[config.mk]
export PLATFORM = sky130hd
export DESIGN_NAME = digit_pad_top
export DESIGN_NICKNAME = d
export VERILOG_FILES = /design/src/hw/digit_pad_pkg.sv /design/src/hw/key_debounce.sv /design/src/hw/canvas_cursor.sv /design/src/hw/canvas_serializer.sv /design/src/hw/ink_zone_classifier.sv /design/src/hw/event_counter_display.sv /design/src/hw/digit_pad_top.sv
export SDC_FILE = /design/constraint.sdc
export NUM_CORES = 2
export LEC_CHECK = 0
export ABC_AREA = 1
export CAP_MARGIN = 5
export CORE_MARGIN = 4
export CORE_UTILIZATION = 32
export CTS_CLUSTER_SIZE = 16
export DETAILED_ROUTE_END_ITERATION = 8
export DONT_BUFFER_PORTS = 1
export PLACE_DENSITY = 0.49
export SLEW_MARGIN = 20
export SYNTH_ARGS = -nofsm -noshare
export SYNTH_HDL_FRONTEND = slang
export SYNTH_SLANG_ARGS = --single-unit
[constraint.sdc]
create_clock -name i_clk -period 59 [get_ports i_clk]
set_input_delay 8.85 -clock i_clk [delete_from_list [all_inputs] [get_ports i_clk]]
set_output_delay 8.85 -clock i_clk [all_outputs]
set_load 0.02 [all_outputs]
[src/hw/digit_pad_pkg.sv]
`default_nettype none

package digit_pad_pkg;

    // canvas is square, one bit per cell
    localparam int CANVAS_DIM = 30;

    // cursor or pixel position, 0..29
    typedef logic [4:0] coord_t;
    // streamed pixel, 0 blank, 255 ink
    typedef logic [7:0] pixel_t;
    // classifier result, 0..9
    typedef logic [3:0] digit_t;
    // ink bitmap, cell index y*30+x
    typedef logic [CANVAS_DIM*CANVAS_DIM-1:0] canvas_t;
    // ink count of one 10x10 zone, max 100
    typedef logic [6:0] zone_cnt_t;
    // active-low segments, gfedcba
    typedef logic [6:0] seg_t;

    // decoded mouse packet, moves are two's complement
    typedef struct packed {
        logic              btn_left;
        logic              btn_right;
        logic signed [8:0] dx;
        logic signed [8:0] dy;
    } mouse_pkt_t;

    // one beat of the raster pixel stream
    typedef struct packed {
        pixel_t pixel;
        coord_t x;
        coord_t y;
    } pix_beat_t;

    // hex glyphs 0..F, segment low means lit
    localparam seg_t SEG_HEX [16] = '{
        7'b1000000, 7'b1111001, 7'b0100100, 7'b0110000,
        7'b0011001, 7'b0010010, 7'b0000010, 7'b1111000,
        7'b0000000, 7'b0010000, 7'b0001000, 7'b0000011,
        7'b1000110, 7'b0100001, 7'b0000110, 7'b0001110
    };

endpackage

`default_nettype wire

[src/hw/key_debounce.sv]
`timescale 1ns/1ps
`default_nettype none

module key_debounce #(
    parameter int DEBOUNCE_CYCLES = 250000
) (
    input  wire  i_clk,
    input  wire  i_rst,
    input  logic i_key_n,
    output logic o_press
);

    localparam int CNT_W = $clog2(DEBOUNCE_CYCLES + 1);
    // count value at which the key counts as held
    localparam logic [CNT_W-1:0] HOLD_LAST = CNT_W'(DEBOUNCE_CYCLES - 1);

    logic             key_q;
    logic [CNT_W-1:0] stable_cnt;
    logic             armed;
    logic             key_stable;

    // raw key matches last sample
    assign key_stable = (i_key_n == key_q);

    always_ff @(posedge i_clk) begin
        if (i_rst) begin
            // idle level of the key is high
            key_q      <= 1'b1;
            stable_cnt <= '0;
            armed      <= 1'b0;
            o_press    <= 1'b0;
        end else begin
            key_q   <= i_key_n;
            o_press <= 1'b0;
            // any edge restarts the stability count
            if (!key_stable) begin
                stable_cnt <= '0;
            end else if (stable_cnt != HOLD_LAST) begin
                stable_cnt <= stable_cnt + 1'b1;
            end
            // re-arm once released
            if (key_q) begin
                armed <= 1'b1;
            end
            // held low long enough, fire once
            if (armed && !key_q && key_stable && stable_cnt == HOLD_LAST) begin
                o_press <= 1'b1;
                armed   <= 1'b0;
            end
        end
    end

endmodule

`default_nettype wire

[src/hw/canvas_cursor.sv]
`timescale 1ns/1ps
`default_nettype none

module canvas_cursor
    import digit_pad_pkg::*;
(
    input  wire        i_clk,
    input  wire        i_rst,
    input  logic       i_mouse_valid,
    input  mouse_pkt_t i_mouse_pkt,
    output canvas_t    o_canvas
);

    // upper clamp bound as an 11-bit signed value
    localparam logic signed [10:0] MAX_POS = 11'(CANVAS_DIM - 1);

    coord_t     cur_x;
    coord_t     cur_y;
    coord_t     nx_x;
    coord_t     nx_y;
    logic [9:0] cell_idx;
    canvas_t    canvas_q;

    // apply a signed move and clamp into 0..29
    function automatic coord_t clamp_step(input coord_t pos, input logic signed [8:0] delta);
        logic signed [10:0] sum;
        sum = $signed({6'b000000, pos}) + {{2{delta[8]}}, delta};
        if (sum < 0) begin
            return '0;
        end else if (sum > MAX_POS) begin
            return MAX_POS[4:0];
        end else begin
            return sum[4:0];
        end
    endfunction

    // next cursor position for the incoming packet
    always_comb begin
        nx_x = clamp_step(cur_x, i_mouse_pkt.dx);
        nx_y = clamp_step(cur_y, i_mouse_pkt.dy);
        // row-major cell under the new cursor
        cell_idx = 10'(nx_y) * 10'(CANVAS_DIM) + 10'(nx_x);
    end

    // cursor registers
    always_ff @(posedge i_clk) begin
        if (i_rst) begin
            cur_x <= '0;
            cur_y <= '0;
        end else if (i_mouse_valid) begin
            cur_x <= nx_x;
            cur_y <= nx_y;
        end
    end

    // ink bitmap
    always_ff @(posedge i_clk) begin
        if (i_rst) begin
            canvas_q <= '0;
        end else if (i_mouse_valid) begin
            // right button wipes, left button ignored then
            if (i_mouse_pkt.btn_right) begin
                canvas_q <= '0;
            end else if (i_mouse_pkt.btn_left) begin
                // ink lands at the moved position
                canvas_q[cell_idx] <= 1'b1;
            end
        end
    end

    assign o_canvas = canvas_q;

endmodule

`default_nettype wire

[src/hw/canvas_serializer.sv]
`timescale 1ns/1ps
`default_nettype none

module canvas_serializer
    import digit_pad_pkg::*;
(
    input  wire       i_clk,
    input  wire       i_rst,
    input  logic      i_press,
    input  canvas_t   i_canvas,
    output logic      o_pix_valid,
    output pix_beat_t o_pix
);

    localparam coord_t LAST_POS = coord_t'(CANVAS_DIM - 1);

    typedef enum logic {
        IDLE,
        STREAM
    } state_t;

    state_t     state;
    canvas_t    snap;
    coord_t     x_cnt;
    coord_t     y_cnt;
    logic [9:0] rd_idx;

    // raster position into the snapshot
    assign rd_idx = 10'(y_cnt) * 10'(CANVAS_DIM) + 10'(x_cnt);

    always_ff @(posedge i_clk) begin
        if (i_rst) begin
            state       <= IDLE;
            x_cnt       <= '0;
            y_cnt       <= '0;
            o_pix_valid <= 1'b0;
        end else begin
            // one beat per cycle while streaming
            o_pix_valid <= (state == STREAM);
            case (state)
                IDLE: begin
                    if (i_press) begin
                        state <= STREAM;
                        x_cnt <= '0;
                        y_cnt <= '0;
                    end
                end
                STREAM: begin
                    // presses here are dropped
                    if (x_cnt == LAST_POS) begin
                        x_cnt <= '0;
                        if (y_cnt == LAST_POS) begin
                            y_cnt <= '0;
                            state <= IDLE;
                        end else begin
                            y_cnt <= y_cnt + 1'b1;
                        end
                    end else begin
                        x_cnt <= x_cnt + 1'b1;
                    end
                end
                default: state <= IDLE;
            endcase
        end
    end

    // freeze the canvas so drawing during a stream has no effect
    always_ff @(posedge i_clk) begin
        if (state == IDLE && i_press) begin
            snap <= i_canvas;
        end
    end

    // beat payload, ink maps to full scale
    always_ff @(posedge i_clk) begin
        if (state == STREAM) begin
            o_pix.pixel <= snap[rd_idx] ? 8'd255 : 8'd0;
            o_pix.x     <= x_cnt;
            o_pix.y     <= y_cnt;
        end
    end

endmodule

`default_nettype wire

[src/hw/ink_zone_classifier.sv]
`timescale 1ns/1ps
`default_nettype none

module ink_zone_classifier
    import digit_pad_pkg::*;
(
    input  wire       i_clk,
    input  wire       i_rst,
    input  logic      i_pix_valid,
    input  pix_beat_t i_pix,
    output digit_t    o_digit,
    output logic      o_digit_valid
);

    localparam int     NUM_ZONES = 9;
    localparam int     ZONE_DIM  = CANVAS_DIM / 3;
    localparam coord_t LAST_POS  = coord_t'(CANVAS_DIM - 1);

    zone_cnt_t            zone_cnt [NUM_ZONES];
    zone_cnt_t            cnt_next [NUM_ZONES];
    logic [NUM_ZONES-1:0] hit;
    logic [3:0]           zone_id;
    logic                 ink;
    logic                 last_beat;
    zone_cnt_t            best_cnt;
    digit_t               best_idx;

    // which third of the canvas a coordinate falls in
    function automatic logic [1:0] band(input coord_t c);
        if (c < coord_t'(ZONE_DIM)) begin
            return 2'd0;
        end else if (c < coord_t'(2 * ZONE_DIM)) begin
            return 2'd1;
        end else begin
            return 2'd2;
        end
    endfunction

    // msb set counts as ink
    assign ink       = i_pix.pixel[7];
    assign last_beat = (i_pix.x == LAST_POS) && (i_pix.y == LAST_POS);
    // zones numbered row by row
    assign zone_id   = 4'(band(i_pix.y)) * 4'd3 + 4'(band(i_pix.x));

    always_comb begin
        // counts including the current beat
        for (int i = 0; i < NUM_ZONES; i++) begin
            hit[i]      = i_pix_valid && ink && (zone_id == 4'(i));
            cnt_next[i] = zone_cnt[i] + zone_cnt_t'(hit[i]);
        end
        // strict compare keeps the first maximum
        // all zero leaves the blank answer 9
        best_cnt = '0;
        best_idx = 4'd9;
        for (int i = 0; i < NUM_ZONES; i++) begin
            if (cnt_next[i] > best_cnt) begin
                best_cnt = cnt_next[i];
                best_idx = digit_t'(i);
            end
        end
    end

    always_ff @(posedge i_clk) begin
        if (i_rst) begin
            for (int i = 0; i < NUM_ZONES; i++) begin
                zone_cnt[i] <= '0;
            end
            o_digit       <= '0;
            o_digit_valid <= 1'b0;
        end else begin
            o_digit_valid <= i_pix_valid && last_beat;
            if (i_pix_valid) begin
                if (last_beat) begin
                    // result out, counters ready for next stream
                    o_digit <= best_idx;
                    for (int i = 0; i < NUM_ZONES; i++) begin
                        zone_cnt[i] <= '0;
                    end
                end else begin
                    for (int i = 0; i < NUM_ZONES; i++) begin
                        zone_cnt[i] <= cnt_next[i];
                    end
                end
            end
        end
    end

endmodule

`default_nettype wire

[src/hw/event_counter_display.sv]
`timescale 1ns/1ps
`default_nettype none

module event_counter_display
    import digit_pad_pkg::*;
#(
    parameter int CNT_WIDTH = 8
) (
    input  wire  i_clk,
    input  wire  i_rst,
    input  logic i_event,
    output seg_t o_seg_hi,
    output seg_t o_seg_lo
);

    logic [CNT_WIDTH-1:0] cnt;
    // two hex digits show the low byte
    logic [7:0]           cnt_byte;

    // one per strobe cycle, wraps naturally
    always_ff @(posedge i_clk) begin
        if (i_rst) begin
            cnt <= '0;
        end else if (i_event) begin
            cnt <= cnt + 1'b1;
        end
    end

    // zero-extends narrow counters, drops upper bits of wide ones
    assign cnt_byte = 8'(cnt);

    // glyph lookup straight from the register
    assign o_seg_hi = SEG_HEX[cnt_byte[7:4]];
    assign o_seg_lo = SEG_HEX[cnt_byte[3:0]];

endmodule

`default_nettype wire

[src/hw/digit_pad_top.sv]
`timescale 1ns/1ps
`default_nettype none

module digit_pad_top
    import digit_pad_pkg::*;
#(
    // 5 ms at 50 MHz on the board
    parameter int DEBOUNCE_CYCLES = 250000,
    parameter int CNT_WIDTH       = 8
) (
    input  wire        i_clk,
    input  wire        i_rst,
    input  logic       i_key_n,
    input  logic       i_mouse_valid,
    input  mouse_pkt_t i_mouse_pkt,
    output digit_t     o_digit,
    output logic       o_digit_valid,
    output seg_t       o_hex_digit_hi,
    output seg_t       o_hex_digit_lo,
    output seg_t       o_hex_pix_hi,
    output seg_t       o_hex_pix_lo
);

    logic      press;
    canvas_t   canvas;
    logic      pix_valid;
    pix_beat_t pix;

    // classify key
    key_debounce #(
        .DEBOUNCE_CYCLES(DEBOUNCE_CYCLES)
    ) u_debounce (
        .i_clk  (i_clk),
        .i_rst  (i_rst),
        .i_key_n(i_key_n),
        .o_press(press)
    );

    // drawing surface
    canvas_cursor u_cursor (
        .i_clk        (i_clk),
        .i_rst        (i_rst),
        .i_mouse_valid(i_mouse_valid),
        .i_mouse_pkt  (i_mouse_pkt),
        .o_canvas     (canvas)
    );

    // snapshot to raster stream
    canvas_serializer u_serializer (
        .i_clk      (i_clk),
        .i_rst      (i_rst),
        .i_press    (press),
        .i_canvas   (canvas),
        .o_pix_valid(pix_valid),
        .o_pix      (pix)
    );

    // stream to digit
    ink_zone_classifier u_classifier (
        .i_clk        (i_clk),
        .i_rst        (i_rst),
        .i_pix_valid  (pix_valid),
        .i_pix        (pix),
        .o_digit      (o_digit),
        .o_digit_valid(o_digit_valid)
    );

    // number of results so far
    event_counter_display #(
        .CNT_WIDTH(CNT_WIDTH)
    ) u_cnt_digit (
        .i_clk   (i_clk),
        .i_rst   (i_rst),
        .i_event (o_digit_valid),
        .o_seg_hi(o_hex_digit_hi),
        .o_seg_lo(o_hex_digit_lo)
    );

    // streamed beats, 900 per classification
    event_counter_display #(
        .CNT_WIDTH(CNT_WIDTH)
    ) u_cnt_pix (
        .i_clk   (i_clk),
        .i_rst   (i_rst),
        .i_event (pix_valid),
        .o_seg_hi(o_hex_pix_hi),
        .o_seg_lo(o_hex_pix_lo)
    );

endmodule

`default_nettype wire

* Word level (Yosys, flattened, before mapping)
Memory sizes are Yosys's and may differ from the RTL's. Index checks and enable logic that the tools add are counted.
Storage, ports and cells: register bits 1882, bits in writable memories 63, ROM bits 448, input port bits 24, output and inout port bits 33, word-level logic and storage cells 216, memories 5
Memory list:
- (no name shown) | depth 16, bits a word 7, read ports 1, clocked after Yosys merged registers in 0, wr ports 0, RTL line event_counter_display.sv:33 | assign o_seg_hi = SEG_HEX[cnt_byte[7:4]];
- (no name shown) | depth 16, bits a word 7, read ports 1, clocked after Yosys merged registers in 0, wr ports 0, RTL line event_counter_display.sv:34 | assign o_seg_lo = SEG_HEX[cnt_byte[3:0]];
- (no name shown) | depth 16, bits a word 7, read ports 1, clocked after Yosys merged registers in 0, wr ports 0, RTL line event_counter_display.sv:34
- (no name shown) | depth 16, bits a word 7, read ports 1, clocked after Yosys merged registers in 0, wr ports 0, RTL line event_counter_display.sv:33
- u_classifier.zone_cnt | depth 9, bits a word 7, read ports 9, clocked after Yosys merged registers in 0, wr ports 9, RTL line ink_zone_classifier.sv:19 | zone_cnt_t zone_cnt [NUM_ZONES];
Operators by class: $add $sub $neg 19, multiply operators 3, magnitude comparators 24, eq/ne operators 17, mux-type cells 79, bitwise logic cells 25, reductions and logical operators 25
Operators with widths (number):
- two-way mux 900 bit | 2
- bitwise OR 900 bit | 1
- two-way mux 7 bit | 34
- adder 7 x 1 -> 7 bit | 9
- > comparator 7 bit | 8
- two-way mux 5 bit | 8
- two-way mux 4 bit | 9
- less-than comparator 10 x 11 -> 1 bit (second input constant) | 2
- adder 10 x 5 -> 10 bit | 2
- adder 6 x 9 -> 10 bit | 2
- equality test 5 bit (second input constant) | 4
- >= comparator 5 bit (second input constant) | 4
- > comparator 10 x 6 -> 1 bit (second input constant) | 2
- less-than comparator 10 x 1 -> 1 bit (second input constant) | 2
- NOT 4 -> 5 bit | 4
- case mux 5 bit (2 select lines) | 2
- adder 18 x 1 -> 18 bit (second input constant) | 1
- equality test 18 bit (second input constant) | 1
- multiplier 5 x 4 -> 9 bit (second input constant) | 2
- != test 18 bit (second input constant) | 1
- bitwise OR 1 bit | 18
- logical AND 1 bit | 17
- adder 8 x 1 -> 8 bit (second input constant) | 2
- equality test 4 x 3 -> 1 bit (second input constant) | 4
- other kinds (24) | 51

* Depth between registers and ports, before layout
depth in word-level cells 26, depth in mapped cells 90, depth with buffers taken out 90

* By module
A second synthesis with hierarchy kept.
Unflattened totals: cells, all modules 8671, area total of the unflattened synthesis 79844.1 um^2
By module, submodules not included:
- canvas_serializer | times used 1, cells each 3232, area each 38095.3 um^2, sequential area each 27596.5 um^2
- canvas_cursor | times used 1, cells each 4215, area each 32930.3 um^2, sequential area each 18217.5 um^2
- ink_zone_classifier | times used 1, cells each 779, area each 5964.5 um^2, sequential area each 1991.9 um^2
- key_debounce | times used 1, cells each 183, area each 1159.9 um^2, sequential area each 420.4 um^2
- event_counter_display at u_cnt_pix | times used 1, cells each 129, area each 849.6 um^2, sequential area each 160.2 um^2
- event_counter_display at u_cnt_digit | times used 1, cells each 133, area each 844.6 um^2, sequential area each 160.2 um^2

* Worst setup path before layout
Ideal clock, no wire load.
path kind register to register, from register u_debounce.o_press, to register u_serializer.y_cnt[1], arrival 40900 ps, required time 58832 ps, path slack 17932 ps, stages on the path, launching flop included 6, buffers on the path 0, clock period less this slack 41068 ps, path through dfxtp_1 inv_1 nor2_1 nor2_1 nand2_1 o22ai_1
Between the ends: word-level cells in the longest chain between the ends 2
Ends and longest elaborated chain:
- from (decl) | RTL line key_debounce.sv:10 | output logic o_press
- from (signal assigned) | RTL line key_debounce.sv:31 | o_press <= 1'b0;
- from (signal assigned) | RTL line key_debounce.sv:34 | o_press <= 1'b0;
- from (signal assigned) | RTL line key_debounce.sv:47 | o_press <= 1'b1;
- != test 2 bit (no line)
- AND reduction 2 bit (no line)
- to (signal assigned) | RTL line canvas_serializer.sv:56 | y_cnt <= y_cnt + 1'b1;
- to (decl) | RTL line canvas_serializer.sv:25 | coord_t y_cnt;
Every way passes these cells. A chain may end at the register's enable or synchronous reset.

==> impl_metrics.tcl <==
set metrics [dict create \
    crit_slowest_cell "fa_1" \
    fp.dieH_um 511.6 \
    detail-route-antenna-nets 0 \
    synth_edf_count 974 \
    die_area_mm2 0.2617 \
    endpoint_kind "register" \
    routabilityCongestion 0.7750 \
    gr-usage-all-layers 0.1781 \
    coreArea_mm2 0.2519 \
    multi_input_area_mm2 0.02547 \
    post-place-ws_ps 43720 \
    syn_nets 8773 \
    ff2ff_path_depth 87 \
    yosys_warnings 0 \
    postCtsHoldBufs 0 \
    cpMostUsedCell "nand2_1" \
    path_max_fanout 10 \
    rsz0062_at_grt "false" \
    hold_path.class "reg2reg" \
    grt_pass1_wl_um 358100 \
    die_w_um 511.6 \
    wl_per_cell_um 20.02 \
    yosys-top-cells-area "edfxtp_1, dfxtp_1, inv_1, a21oi_1, nand3_1" \
    h-tree-depth 4 \
    syn_inst 8581 \
    status "complete, no violations" \
    yosys.area_share.simple 0.1766 \
    drive_above_1_share 0.08227 \
    nFillCells 25470 \
    max_stage_delay_ps 450 \
    drt-initial-drc-count 4509 \
    synth_compound_area_frac 0.1011 \
    root_buffer "clkbuf_16" \
    whs_path_depth 0 \
    cap_viol_max_count 0 \
    setup-tns-final_ps 0 \
    antenna_found_initial 14 \
    io_pins 57 \
    finalHoldViolCount 0 \
    min_delay_worst_endpoint "u_serializer.snap[515]$_DFFE_PP_" \
    finalClockSkew_ps 94.23 \
    min_period_over_period 0.2574 \
    drv_slew 0 \
    fin_nets 8568 \
    vias_per_cell 4.800 \
    vdd_drop_max_mv 0.03080 \
    cts.sinks 1938 \
    grt_max_degree 168 \
    clock.fmax_mhz 65.84 \
    area_growth_pct 11.58 \
    synth_top_area_cell "edfxtp_1" \
    worst_slew_pin_slew_ps 1158 \
    p_leak_nw 31.09 \
    synth_top_family_by_area "simple AND/OR/NAND/NOR gates" \
    cellPowerDensity_mw_per_mm2 34.21 \
    drc 0 \
    fin_ws_ps 43810 \
    initial_utilization 0.3222 \
    ys_seq_elements 1938 \
    synth_xor_area_frac 0.006754 \
    slew_headroom 0.2261 \
    setup-violations-final 0 \
    clock_path_buffers 3 \
    cts.clk_slew.worst_paths_ps 60 \
    rows 184 \
    grt_pass1_vias 55620 \
    ys_async_sr_fraction 0 \
    wl_um 238400 \
    synth-main-ff-cell "edfxtp_1" \
    required_ps 59750 \
    rrSetupSlack_ps 43810 \
    cp.arrival_ps 15940 \
    dpl_cell_area_mm2 0.08370 \
    cts_resized 0 \
    vias 57150 \
    synthAdderAreaFrac 0.02775 \
    numCtsBuffers 205 \
    crit_path_start_kind "register" \
    clock_latency_ps 860 \
    dp_hpwl_um 125800 \
    portBuffers 0 \
    seq_area_frac_synth 0.5983 \
    cts_tree "done" \
    r2r-start "u_serializer.o_pix[3]$_DFFE_PP_" \
    postCtsSetupBuffers 0 \
    synth_top_area_frac 0.3604 \
    min_period_ps 15190 \
    synth_cell_types 59 \
    gr-total-overflow 0 \
    drt_pass1_iterations 6 \
    fin_area_mm2 0.09054 \
    postSynthAreaPerCell_um2 9.456 \
    min-delay-start "u_cursor.o_canvas[515]$_SDFFE_PP0P_" \
    synthMuxAreaShare 0 \
    critPathKind "reg2reg" \
    reg2reg_to "u_classifier.o_digit[2]$_SDFFE_PP0P_" \
    syn_area_mm2 0.08115 \
    seq_area_mm2 0.04855 \
]
-- how the worst max path moves through the flow --
stage | from | slack, ps | end
after floorplan | u_debounce.o_press$_SDFF_PP0_ | 17930 | u_serializer.y_cnt[1]$_SDFFE_PP0P_
after CTS | u_serializer.o_pix[3]$_DFFE_PP_ | 43640 | u_classifier.o_digit[2]$_SDFFE_PP0P_
final | u_serializer.o_pix[3]$_DFFE_PP_ | 43810 | u_classifier.o_digit[2]$_SDFFE_PP0P_
after global routing | u_serializer.o_pix[3]$_DFFE_PP_ | 41830 | u_classifier.o_digit[2]$_SDFFE_PP0P_
after detailed placement | u_serializer.o_pix[3]$_DFFE_PP_ | 43720 | u_classifier.o_digit[2]$_SDFFE_PP0P_
after global placement | u_serializer.o_pix[3]$_DFFE_PP_ | 43490 | u_classifier.o_digit[2]$_SDFFE_PP0P_
-- worst max-delay path, delay by kind of cell (launching register included) --
kind | cells | cell delay, ps
compound gates | 21 | 3120
buf+inv | 10 | 1650
fa+ha+maj | 13 | 3890
flops | 1 | 420
simple gates | 43 | 6000
-- cells by family after synthesis --
logic type	Yosys count
AND/OR/NAND/NOR	3159
buffers and inverters	1745
adder cells (fa/ha/maj)	168
AO/OA/AOI/OAI	1511
flip-flops	1938
XOR/XNOR	60
-- Yosys cell counts (83+ instances only) --
master and n:
a21oi_1 900, a21oi_2 83, clkbuf_1 274, dfxtp_1 964
edfxtp_1 974, ha_1 148, inv_1 1223, nand2_1 1112
nand3_1 851, nor2_1 897, o211ai_1 88, o21ai_0 396
-- cell usage in the layout, fill, tap and decap left out, types with 11 or more instances in the layout --
master and instances:
nor3_1 27, inv_1 1220, nand3_1 850, xor2_1 45
fa_1 19, clkbuf_1 61, and2_1 20, o22ai_1 11
nand3_2 25, a21oi_1 900, o211ai_1 88, nand2_1 1109
dfxtp_1 963, clkbuf_8 36, nand4_1 26, nor2_4 54
clkinv_2 32, nand3_4 19, a21oi_2 83, ha_1 147
buf_4 90, clkinv_1 26, nor2_1 894, xnor2_1 11
nand3b_1 27, edfxtp_1 974, o21ai_0 395, nand2_2 73
clkbuf_16 208
-- routing by layer --
metal	vias up	part of all wire	GRT usage	wire length [um]
met2	1231	0.48	0.3015	113400
met5	-	0.000055	0	13
li1	27700	-	-	-
met1	27920	0.45	0.2401	108100
met3	296	0.049	0.02436	11600
met4	2	0.022	0.04501	5271
-- power by group --
| group | switching, W | leakage (nW) | internal (W) | total [W] |
|---|---|---|---|---|
| registers | 0.00000256 | 16.9 | 0.00141 | 0.00141 |
| clock network | 0.000553 | 3.33 | 0.000738 | 0.00129 |
| logic | 0.000318 | 10.8 | 0.0000792 | 0.000398 |
| total | 0.000874 | 31.1 | 0.00222 | 0.00310 |
-- cell type report --
type / instances / share of cell area
Sequential cell: 1938 / 0.5362
Clock buffer: 305 / 0.06549
Inverter: 1234 / 0.05154
Timing Repair Buffer: 99 / 0.009355
Tap cell: 3348 / 0.04627
Antenna cell: 2 / 0.00005528
Clock inverter: 83 / 0.009798
Multi-Input combinational cell: 4898 / 0.2813
-- through the flow --
step | instances | hold slack, ps | total power, W | utilization
global placement | 11520 | 410.8 | 0.001843 | 0.3323
global route | 11910 | 355.9 | 0.003225 | 0.3595
CTS | 11900 | 335.5 | 0.003138 | 0.3594
finish | 11910 | 362.2 | 0.003098 | 0.3595
floorplan | 8581 | 408.2 | 0.001720 | -
detailed placement | 11520 | 413.2 | 0.001842 | 0.3323
-- flip-flops by register name, indices dropped and copies added (netlist names), 4 cells and up --
name / flops
u_classifier.o_digit: 4
u_classifier.zone_cnt: 63
u_cnt_digit.cnt: 8
u_cnt_pix.cnt: 8
u_cursor.cur_x: 5
u_cursor.cur_y: 5
u_cursor.o_canvas: 900
u_debounce.stable_cnt: 18
u_serializer.o_pix: 11
u_serializer.snap: 900
u_serializer.x_cnt: 5
u_serializer.y_cnt: 5
Power figures use the tool's default switching activity.
